$ cat src/verilog/obi_mem_pkg.sv
/*
 * Shared widths, memory map and controller states for the OBI memory.
 * Regions are fixed at build time. Addresses are byte addresses, and the
 * RAM is addressed by word, so the low two address bits are dropped.
 */

package obi_mem_pkg;

    // ------------------------------------------------------------------------
    // Basic widths
    // ------------------------------------------------------------------------
    typedef logic [31:0] addr_t;
    typedef logic [31:0] data_t;
    typedef logic [3:0]  be_t;

    // 8 KiB of on-chip RAM
    localparam int RAM_WORDS = 2048;

    // Word index into the RAM array, 11 bits for 2048 words
    typedef logic [$clog2(RAM_WORDS)-1:0] word_idx_t;

    // ------------------------------------------------------------------------
    // Memory attribute regions
    // ------------------------------------------------------------------------
    // Executable main memory, fetch and data access
    localparam addr_t EXEC_BASE = 32'h0000_0000;
    localparam addr_t EXEC_LAST = 32'h0000_0FFF;

    // Data-only main memory, no fetch
    localparam addr_t DATA_BASE = 32'h0000_1000;
    localparam addr_t DATA_LAST = 32'h0000_1FFF;

    // Bus controller FSM
    typedef enum logic [1:0] {
        ST_IDLE,
        ST_WB,
        ST_DONE
    } bus_state_e;

endpackage : obi_mem_pkg
$ cat src/verilog/obi_port.sv
/*
 * One OBI port with a single outstanding transaction and no rready.
 * Grant is combinational on req while the port is empty. With HAS_WRITE
 * off the port only reads, and we_i, be_i and wdata_i are ignored.
 */

`timescale 1ns/1ps

module obi_port #(
    parameter bit HAS_WRITE = 1'b1
) (
    input  logic               clk_i,
    input  logic               rst_i,

    // OBI request phase
    input  logic               req_i,
    input  logic               we_i,
    input  obi_mem_pkg::addr_t addr_i,
    input  obi_mem_pkg::be_t   be_i,
    input  obi_mem_pkg::data_t wdata_i,
    output logic               gnt_o,

    // Captured request towards the controller
    output logic               pend_o,
    output obi_mem_pkg::addr_t pend_addr_o,
    output logic               pend_we_o,
    output obi_mem_pkg::be_t   pend_be_o,
    output obi_mem_pkg::data_t pend_wdata_o,

    // Completion from the controller
    input  logic               done_i,
    input  logic               rsp_err_i,
    input  obi_mem_pkg::data_t rsp_rdata_i,

    // OBI response phase
    output logic               rvalid_o,
    output logic               err_o,
    output obi_mem_pkg::data_t rdata_o
);

    logic               pend_q;
    logic               rvalid_q;
    logic               err_q;
    obi_mem_pkg::data_t rdata_q;
    obi_mem_pkg::addr_t addr_q;
    logic               we_q;
    obi_mem_pkg::be_t   be_q;
    obi_mem_pkg::data_t wdata_q;

    // Accept only when nothing is in flight
    assign gnt_o = req_i && !pend_q;

    // ------------------------------------------------------------------------
    // Pending flag and response valid
    // ------------------------------------------------------------------------
    always_ff @(posedge clk_i) begin
        if (rst_i) begin
            pend_q   <= 1'b0;
            rvalid_q <= 1'b0;
            err_q    <= 1'b0;
        end else begin
            // Single-cycle response pulse
            rvalid_q <= done_i;
            if (done_i) begin
                err_q  <= rsp_err_i;
                pend_q <= 1'b0;
            end else if (gnt_o) begin
                pend_q <= 1'b1;
            end
        end
    end

    // Captured request and response payload
    always_ff @(posedge clk_i) begin
        if (done_i) begin
            rdata_q <= rsp_rdata_i;
        end
        if (gnt_o) begin
            addr_q  <= addr_i;
            // Read-only port forces a full-word read
            we_q    <= HAS_WRITE ? we_i : 1'b0;
            be_q    <= HAS_WRITE ? be_i : 4'hF;
            wdata_q <= HAS_WRITE ? wdata_i : '0;
        end
    end

    assign pend_o       = pend_q;
    assign pend_addr_o  = addr_q;
    assign pend_we_o    = we_q;
    assign pend_be_o    = be_q;
    assign pend_wdata_o = wdata_q;

    assign rvalid_o = rvalid_q;
    assign err_o    = err_q;
    assign rdata_o  = rdata_q;

    // Requester holds the address stable until granted
    a_addr_stable : assert property (@(posedge clk_i) disable iff (rst_i)
        (req_i && !gnt_o) |=> $stable(addr_i));

endmodule : obi_port

$ cat config.mk
export PLATFORM = sky130hd
export DESIGN_NAME = obi_port
export DESIGN_NICKNAME = d
export VERILOG_FILES = /design/src/verilog/obi_mem_pkg.sv /design/src/verilog/obi_port.sv
export SDC_FILE = /design/constraint.sdc
export NUM_CORES = 1
export LEC_CHECK = 0
export BUFFER_PORTS_ARGS = -buffer_cell sky130_fd_sc_hd__buf_2
export CAP_MARGIN = 20
export CORE_MARGIN = 2
export CORE_UTILIZATION = 41
export DETAILED_ROUTE_END_ITERATION = 10
export GPL_TIMING_DRIVEN = 0
export PLACE_DENSITY = 0.9
export SLEW_MARGIN = 10
export SYNTH_ARGS = -nofsm -noshare
export SYNTH_HDL_FRONTEND = slang
export SYNTH_SLANG_ARGS = --single-unit
$ cat constraint.sdc
create_clock -name clk_i -period 5.1 [get_ports clk_i]
set_input_delay 0.51 -clock clk_i [delete_from_list [all_inputs] [get_ports clk_i]]
set_output_delay 0.51 -clock clk_i [all_outputs]
set_load 0.02 [all_outputs]
==> results.yml <==
power:
  pwr_density_cell_nw_per_um2: 360
  p_leak_nw: 1.96
  p_total_mw: 1.63
  vdd_drop_max_v: 0.000188
global_route:
  grt_usage_pct: 15.8
  grt_pass1_vias: 1955
  grt_first_pass_wirelength_mm: 9.72
  grt_max_degree: 36
  grt_overflow: 0
  antenna_found_initial: 1
setup_path:
  cp.required_ns: 4.59
  cp.arrival_ns: 1.54
  crit_chain: "nor2b_4, buf_2"
  max_stage_delay_ns: 0.55
  path_buf_inv: 1
  start_kind: "flip-flop"
  cpMaxStageDelayCell: "nor2b_4"
  cp-end-kind: "output port"
  path_max_fanout: 21
  path_delay_family: "simple AND/OR/NAND/NOR gates"
  crit_type: "reg -> out"
job:
  max_cap_violations: 0
timing:
  hold_viol_final: 0
  finalSetupViolations: 0
  drv_slew: 0
  fmax_mhz: 487
  setup_slack_ns: 3.05
  finalCritPeriodShare_pct: 40.3
  post-route-min-period_ns: 2.05
  skew_ns: 0.00606
  tns_ns: 0
  rsz0062_at_grt: "false"
  slew-limit-headroom_pct: 52.4
  tightest_slew_ns: 0.714
synthesis:
  yosysSeqAreaShare_pct: 98.9
  yosysWarnings: 0
  syn_nets: 216
  synth_cells: 110
  synth_seq_cells: 104
  synthesis.area_um2: 3130
  yosysUniqueCellTypes: 6
  syn_avg_cell_area_um2: 28.4
cts:
  cts.repair.resized: 0
  root_buffer: "clkbuf_8"
  post_cts_buffers: 0
  cts.clk_slew.worst_paths_ns: 0.09
  tritoncts: "built"
  h-tree-depth: 3
  cts_sinks: 104
  numCtsBuffers: 9
  hold_buffers: 0
  clk_path_buf_depth: 2
  clkLatencyLatePin_ns: 0.34
place:
  pre_cts_slack_ns: 3.12
  hpwl_mm: 5.33
  portBuffers: 210
  routabilityCongestion: 0.768
layout:
  drive_gt1_share_pct: 66.9
  final_nets: 439
  final_common_cell: "buf_2"
  area_growth_pct: 44.6
  fin_util_pct: 61.7
  final_cell_mix: "210 x buf_2, 101 x edfxtp_1, 9 x clkbuf_8, 3 x dfxtp_1"
  multi_input_area_um2: 42.5
  fill_cells: 552
  area.sequential_um2: 3090
routing:
  vias: 1930
  detail_route.wl_per_cell_um: 15.5
  wl_mm: 6.80
  post_drt_via_cell_ratio: 4.41
  ant_nets: 0
  drt_iter0_markers: 62
  drc: 0
  drt_first_pass_iters: 4
die:
  ios: 211
  start_util_pct: 42.7
  rows: 31
  die_w_um: 91.3
  fp.coreArea_um2: 7330
  dieHeight_um: 91.3
  dieArea_um2: 8340
worst_hold_path:
  min_path_type: "in -> reg"
status:
  status: "complete, no violations"
==> report_power, final <==
part / internal (mW) / leakage (nW) / switching, mW
Combinational: 0.0687 / 0.873 / 0.121
Clock: 0.174 / 0.0774 / 0.253
Sequential: 1.00 / 1.01 / 0.0128
==> sequential cells by signal (all words and copies together) (netlist names) <==
name and flops:
err_o 1, pend_wdata_o 32, pend_be_o 4, rdata_o 32, pend_addr_o 32, rvalid_o 1, pend_we_o 1, pend_o 1
==> worst register-to-register path, delay by kind of cell, from the launching register on <==
family | cells | cell delay (ns)
buffers and inverters | 1 | 0.28
AND/OR/NAND/NOR | 1 | 0.55
flip-flops | 1 | 0.35
==> layer usage <==
layer	global-route usage (%)	share of wire (%)	vias to the layer above	routed length, um
met5	0	0	-	0
met1	16.2	34	881	2290
met4	6.57	2.5	0	167
li1	-	-	885	-
met3	8.63	13	15	909
met2	26.9	50	149	3430
==> stage by stage <==
stage	hold slack (ns)	instances	instance area, um2
floorplan	0.570	110	3130
global placement	0.479	419	4300
detailed placement	0.509	421	4360
CTS	0.309	437	4520
global route	0.300	438	4520
finish	0.332	438	4520
==> final timing paths <==
check                      startpoint                          to  slack (ns)  cells after the start
setup reg to reg  pend_o$_SDFFE_PP0P_  pend_wdata_o[12]$_DFFE_PP_        3.61                      2
hold reg to reg   pend_o$_SDFFE_PP0P_         pend_o$_SDFFE_PP0P_        0.54                      2
hold / removal             addr_i[13]   pend_addr_o[13]$_DFFE_PP_        0.33                      1
setup / recovery  pend_o$_SDFFE_PP0P_                       gnt_o        3.05                      2
==> final cells by class <==
cell class              count  share of cell area, %
flip-flops and latches    104                   68.4
multi-input cells           6                  0.940
repair buffers            212                   24.3
clock inverters             6                  0.802
clock buffers              10                   2.82
diodes                      1                 0.0553
well taps                  99                   2.74
==> synth_stat cells, drive strengths merged <==
| cell type | number | area, um2 |
|---|---|---|
| mux2i | 1 | 10.0 |
| nor2b | 2 | 12.5 |
| nor3 | 1 | 5.00 |
| nor2 | 2 | 7.51 |
| edfxtp | 101 | 3030 |
| dfxtp | 3 | 60.1 |
==> cell families after synthesis <==
group	synth area share, %
DFF	98.9
muxes	0.320
and+or+nand+nor	0.800
No activity file was read; power rests on OpenSTA's default activity.
