**src/verilog/obi_mem_pkg.sv**
```systemverilog
/*
 * Shared widths, memory map and controller states for the OBI memory.
 * Regions are fixed at build time. Addresses are byte addresses, and the
 * RAM is addressed by word, so the low two address bits are dropped.
 */

package obi_mem_pkg;

    // ------------------------------------------------------------------------
    // Basic widths
    // ------------------------------------------------------------------------
    typedef logic [31:0] addr_t;
    typedef logic [31:0] data_t;
    typedef logic [3:0]  be_t;

    // 8 KiB of on-chip RAM
    localparam int RAM_WORDS = 2048;

    // Word index into the RAM array, 11 bits for 2048 words
    typedef logic [$clog2(RAM_WORDS)-1:0] word_idx_t;

    // ------------------------------------------------------------------------
    // Memory attribute regions
    // ------------------------------------------------------------------------
    // Executable main memory, fetch and data access
    localparam addr_t EXEC_BASE = 32'h0000_0000;
    localparam addr_t EXEC_LAST = 32'h0000_0FFF;

    // Data-only main memory, no fetch
    localparam addr_t DATA_BASE = 32'h0000_1000;
    localparam addr_t DATA_LAST = 32'h0000_1FFF;

    // Bus controller FSM
    typedef enum logic [1:0] {
        ST_IDLE,
        ST_WB,
        ST_DONE
    } bus_state_e;

endpackage : obi_mem_pkg
```
**src/verilog/bus_ctrl.sv**
```systemverilog
/*
 * Round-robin arbiter and Wishbone classic master for two OBI ports.
 * The data port wins first after reset. A denied access skips the bus
 * and returns an error with zero read data. Only the data port writes.
 */

`timescale 1ns/1ps

module bus_ctrl (
    input  logic                   clk_i,
    input  logic                   rst_i,

    // Instruction port is read only
    input  logic                   i_pend_i,
    input  obi_mem_pkg::addr_t     i_addr_i,

    // Data port
    input  logic                   d_pend_i,
    input  logic                   d_we_i,
    input  obi_mem_pkg::addr_t     d_addr_i,
    input  obi_mem_pkg::be_t       d_be_i,
    input  obi_mem_pkg::data_t     d_wdata_i,

    // Completion towards the ports
    output logic                   i_done_o,
    output logic                   d_done_o,
    output logic                   rsp_err_o,
    output obi_mem_pkg::data_t     rsp_rdata_o,

    // Attribute checker
    output obi_mem_pkg::addr_t     chk_addr_o,
    output logic                   chk_fetch_o,
    input  logic                   chk_allow_i,

    // Wishbone classic master
    output logic                   wb_cyc_o,
    output logic                   wb_stb_o,
    output logic                   wb_we_o,
    output obi_mem_pkg::word_idx_t wb_adr_o,
    output obi_mem_pkg::be_t       wb_sel_o,
    output obi_mem_pkg::data_t     wb_dat_o,
    input  obi_mem_pkg::data_t     wb_dat_i,
    input  logic                   wb_ack_i
);

    obi_mem_pkg::bus_state_e state_q;
    logic                    pick_data;
    logic                    sel_data_q;
    logic                    last_data_q;
    logic                    rsp_err_q;
    obi_mem_pkg::data_t      rsp_rdata_q;
    obi_mem_pkg::addr_t      sel_addr;

    // Data wins unless instr also waits and data went last
    assign pick_data = d_pend_i && (!i_pend_i || !last_data_q);

    // Checker only matters in ST_IDLE
    assign chk_addr_o  = pick_data ? d_addr_i : i_addr_i;
    assign chk_fetch_o = !pick_data;

    // ------------------------------------------------------------------------
    // Controller FSM
    // ------------------------------------------------------------------------
    always_ff @(posedge clk_i) begin
        if (rst_i) begin
            state_q     <= obi_mem_pkg::ST_IDLE;
            sel_data_q  <= 1'b0;
            // Instr counts as served last so data goes first
            last_data_q <= 1'b0;
            rsp_err_q   <= 1'b0;
        end else begin
            case (state_q)
                obi_mem_pkg::ST_IDLE: begin
                    if (i_pend_i || d_pend_i) begin
                        sel_data_q  <= pick_data;
                        last_data_q <= pick_data;
                        if (chk_allow_i) begin
                            state_q <= obi_mem_pkg::ST_WB;
                        end else begin
                            // Denied access skips the bus cycle
                            rsp_err_q <= 1'b1;
                            state_q   <= obi_mem_pkg::ST_DONE;
                        end
                    end
                end
                obi_mem_pkg::ST_WB: begin
                    if (wb_ack_i) begin
                        rsp_err_q <= 1'b0;
                        state_q   <= obi_mem_pkg::ST_DONE;
                    end
                end
                default: begin
                    state_q <= obi_mem_pkg::ST_IDLE;
                end
            endcase
        end
    end

    // Response data is zero on error
    always_ff @(posedge clk_i) begin
        if (state_q == obi_mem_pkg::ST_IDLE) begin
            rsp_rdata_q <= '0;
        end else if (state_q == obi_mem_pkg::ST_WB && wb_ack_i) begin
            rsp_rdata_q <= wb_dat_i;
        end
    end

    // ------------------------------------------------------------------------
    // Wishbone drive held steady by the pending port registers
    // ------------------------------------------------------------------------
    assign sel_addr = sel_data_q ? d_addr_i : i_addr_i;

    assign wb_cyc_o = (state_q == obi_mem_pkg::ST_WB);
    assign wb_stb_o = (state_q == obi_mem_pkg::ST_WB);
    assign wb_we_o  = sel_data_q && d_we_i;
    assign wb_adr_o = sel_addr[$bits(obi_mem_pkg::word_idx_t)+1:2];
    assign wb_sel_o = sel_data_q ? d_be_i : 4'hF;
    assign wb_dat_o = d_wdata_i;

    // Completion pulse to the served port
    assign i_done_o    = (state_q == obi_mem_pkg::ST_DONE) && !sel_data_q;
    assign d_done_o    = (state_q == obi_mem_pkg::ST_DONE) && sel_data_q;
    assign rsp_err_o   = rsp_err_q;
    assign rsp_rdata_o = rsp_rdata_q;

    // Request stays up and unchanged until the slave acks
    a_wb_hold : assert property (@(posedge clk_i) disable iff (rst_i)
        (wb_stb_o && !wb_ack_i) |=> (wb_stb_o && $stable(wb_adr_o) &&
            $stable(wb_we_o) && $stable(wb_sel_o) && $stable(wb_dat_o)));

    // Completion only reaches a port that still waits
    a_i_done_pend : assert property (@(posedge clk_i) disable iff (rst_i)
        i_done_o |-> i_pend_i);

    a_d_done_pend : assert property (@(posedge clk_i) disable iff (rst_i)
        d_done_o |-> d_pend_i);

endmodule : bus_ctrl

```
**config.mk**
```make
export PLATFORM = sky130hd
export DESIGN_NAME = bus_ctrl
export DESIGN_NICKNAME = d
export VERILOG_FILES = /design/src/verilog/obi_mem_pkg.sv /design/src/verilog/bus_ctrl.sv
export SDC_FILE = /design/constraint.sdc
export NUM_CORES = 1
export LEC_CHECK = 0
export ABC_CLOCK_PERIOD_IN_PS = 1800
export BUFFER_PORTS_ARGS = -buffer_cell sky130_fd_sc_hd__buf_2
export CAP_MARGIN = 20
export CORE_AREA = 2 2 101 103
export DETAILED_ROUTE_END_ITERATION = 10
export DIE_AREA = 0 0 103 105
export PLACE_DENSITY_LB_ADDON = 0.05
export SYNTH_ARGS = -nofsm -noshare
export SYNTH_HDL_FRONTEND = slang
export SYNTH_SLANG_ARGS = --single-unit
export TNS_END_PERCENT = 100
```
**constraint.sdc**
```tcl
create_clock -name clk_i -period 1.8 [get_ports clk_i]
set_input_delay 0 -clock clk_i [delete_from_list [all_inputs] [get_ports clk_i]]
set_output_delay 0 -clock clk_i [all_outputs]
set_load 0.01 [all_outputs]
```
==> summary.md <==
| Metric | Value |
|---|---|
| Worst Max-Slew Pin Slew | `around 0.34 ns` |
| Sequential fraction of the synthesis area | `0.3288` |
| Buffers on Ports | `approximately 190` |
| Non-Filler Instances | `~570` |
| Setup crit end kind | `primary output` |
| Gr ovfl total | `0` |
| CP Data Arrival Time | `roughly 1.6 ns` |
| Ant diodes | `0` |
| Placed Cells incl. Taps | `~530` |
| Routed wire per std cell | `~14 um` |
| Die W | `slightly above 100 um` |
| CTS Buf Count | `5` |
| Die H | `~110 um` |
| Clock Skews | `0.006555 ns` |
| Met3 Resource Use GR | `0.05485` |
| Hold WC Path Type | `in2out` |
| Core Area | `between 9000 and 10000 um2` |
| Max Fclk | `around 630 MHz` |
| Yosys Warn Count | `0` |
| Crit share post-route | `0.8809` |
| Resized cells post-CTS | `0` |
| Grt met1 use | `0.1552` |
| Largest fanout on the critical path | `33` |
| Synth Cell Area | `roughly 2200 um2` |
| Root buffer cell | `clkbuf_8` |
| Syn-to-layout area delta | `55.99%` |
| R2r startpoint | `state_q[0]` |
| Setup TNS | `0 ns` |
| Antenna-violating nets left | `0` |
| Leakage | `1.611 nW` |
| DP HPWL | `between 6 and 7 mm` |
| Clk sink count | `36` |
| Min-delay src | `d_wdata_i[5]` |
| Cell Pwr Density | `just under 600 nW/um2` |
| DRT Pass-1 Iters | `4` |
| Peak VDD IR | `about 0.22 mV` |
| Total GRT Usage | `0.1408` |
| Final min period | `1.586 ns` |
| Worst Path Required | `roughly 1.8 ns` |
| Endpoints failing setup | `0` |
| Max Cap Violations | `0` |
| Top Ports | `between 200 and 300` |
| Status | `complete, no violations` |
| CTS tree | `built` |
| DR vias | `about 2400` |
| Final #Nets | `579` |
| Global route hottest layer | `met2` |
| Synth Net Count | `between 300 and 400` |
| Initial Util | `0.2274` |
| RSZ-0062 raised after global routing | `no` |
| Initial antenna violation count | `0` |
| Synth Instances | `250` |
| Max Root-Sink Buffers | `2` |
| Largest net degree at the start of global routing | `34` |
| CP Launch Type | `input port` |
| Met2 global-route usage | `0.2472` |
| Syn avg cell area | `8.768 um2` |
| Critical Path Start | `i_pend_i` |
| Proportion of layout cells with a drive suffix above 1 | `0.5773` |
| Synthesized flop and latch total | `36` |
| Synth unique cells | `27` |
| Worst-Skew Late Latency | `approximately 0.29 ns` |
| Setup Buffers After CTS | `0` |
| # DRC | `0` |
| GP Congestion | `between 0.6 and 0.7` |
| Initial DRC Count | `71` |
| Drt total wl | `7.825 mm` |
| Die Area | `between 10000 and 15000 um2` |
| H-tree depth | `2` |
| Crit path kind | `in2out` |
| Drt via density | `slightly above 4` |
| Rel. slew slack | `0.7743` |
| Slew Limit Fails | `0` |
| First-pass GRT wire length | `~12 mm` |
| Number of global-route vias before repair | `2324` |
| Row cnt | `36` |
| Final hold vios | `0` |
through the flow:
step	cell area, um2	hold WS [ns]	util	total power, mW	worst slack [ns]
4_1_cts	3420	0.00006862	0.3548	2.062	0.1987
5_1_grt	3420	0.00001507	0.3548	2.154	0.1461
3_3_place_gp	3002	0.00006862	0.3114	1.449	0.5582
3_5_place_dp	3002	0.00006862	0.3114	1.447	0.5323
6_report	3420	0.000003893	0.3548	2.022	0.2143
2_1_floorplan	2192	0.07214	-	1.250	0.7170
timing repair:
action,4_1_cts,5_1_grt
endpoints found under the hold margin,35,0
hold buffers,34,0
endpoints found under the setup margin,0,0
flip-flops by register name (all words and copies together), names as in the netlist:
signal / count
last_data_q: 1
rsp_err_o: 1
rsp_rdata_o: 32
state_q: 2
routing by layer:
| metal | vias up | wire length (um) |
|---|---|---|
| met3 | 15 | 776 |
| li1 | 1173 | - |
| met4 | 0 | 73 |
| met2 | 110 | 4081 |
| met5 | - | 0 |
| met1 | 1063 | 2893 |
kinds of logic after synthesis:
logic type,count (synthesis),share of synthesized area
muxes,44,0.2260
DFF,36,0.3288
and+or+nand+nor,81,0.1570
AOI/OAI and AO/OA,38,0.1062
buffers and inverters,51,0.1821
where the power goes:
group / switching, mW / internal, mW / leakage (nW)
registers: 0.0185 / 0.818 / 0.291
logic: 0.293 / 0.347 / 1.28
clock network: 0.283 / 0.263 / 0.0410
worst max-delay path, cell delays in order:
cell           delay [ns]
dlygate4sd3_1        0.53
buf_2                0.16
a21boi_4             0.17
buf_12               0.22
mux2_2               0.36
buf_2                0.14
path summary, 6_finish.rpt:
path | end | slack, ns | depth (start not counted)
worst max-delay path | chk_addr_o[10] | 0.21 | 6
worst min-delay path | wb_dat_o[5] | 0.000004 | 0
worst max register to register | rsp_rdata_o[29] | 0.51 | 4
worst min register to register | rsp_rdata_o[3] | 0.45 | 2
cells in the mapped netlist:
cell / count / share of area
buf_2: 7 / 0.016
a311oi_1: 1 / 0.0040
nor3b_1: 1 / 0.0034
and2_1: 1 / 0.0029
mux2_2: 42 / 0.22
nor2_1: 2 / 0.0034
nor2b_1: 1 / 0.0029
inv_1: 1 / 0.0017
dfxtp_1: 36 / 0.33
nand2b_1: 4 / 0.011
nand3b_1: 1 / 0.0034
clkbuf_1: 1 / 0.0017
o21ai_0: 1 / 0.0023
nor4_1: 1 / 0.0029
o31a_1: 1 / 0.0040
buf_4: 34 / 0.12
nor3_1: 2 / 0.0046
a21oi_1: 28 / 0.064
a21oi_2: 5 / 0.020
buf_6: 5 / 0.026
a21boi_4: 1 / 0.0086
buf_8: 3 / 0.021
o21a_1: 1 / 0.0034
and3b_1: 2 / 0.0080
nand2_1: 65 / 0.11
mux2_1: 2 / 0.010
nor2_2: 1 / 0.0029
layout make-up:
class                           count  area, um2
Fill cell                        1049       6220
Multi-Input combinational cell    163       1072
Sequential cell                    36      720.7
Timing Repair Buffer              233       1379
Inverter                            1      3.754
Clock inverter                      1      5.005
Tap cell                          133      166.4
Clock buffer                        6      72.57
cell usage in the layout (no fill, tap or decap), types with 4 or more instances in the layout:
cell type | Yosys | routed
nand2b_1 | 4 | 4
dlygate4sd3_1 | 0 | 34
buf_2 | 7 | 192
a21oi_2 | 5 | 5
a21oi_1 | 28 | 28
nand2_1 | 65 | 65
dfxtp_1 | 36 | 36
clkbuf_8 | 0 | 5
mux2_2 | 42 | 42
buf_4 | 34 | 5
No activity file was read; power rests on OpenSTA's default activity.
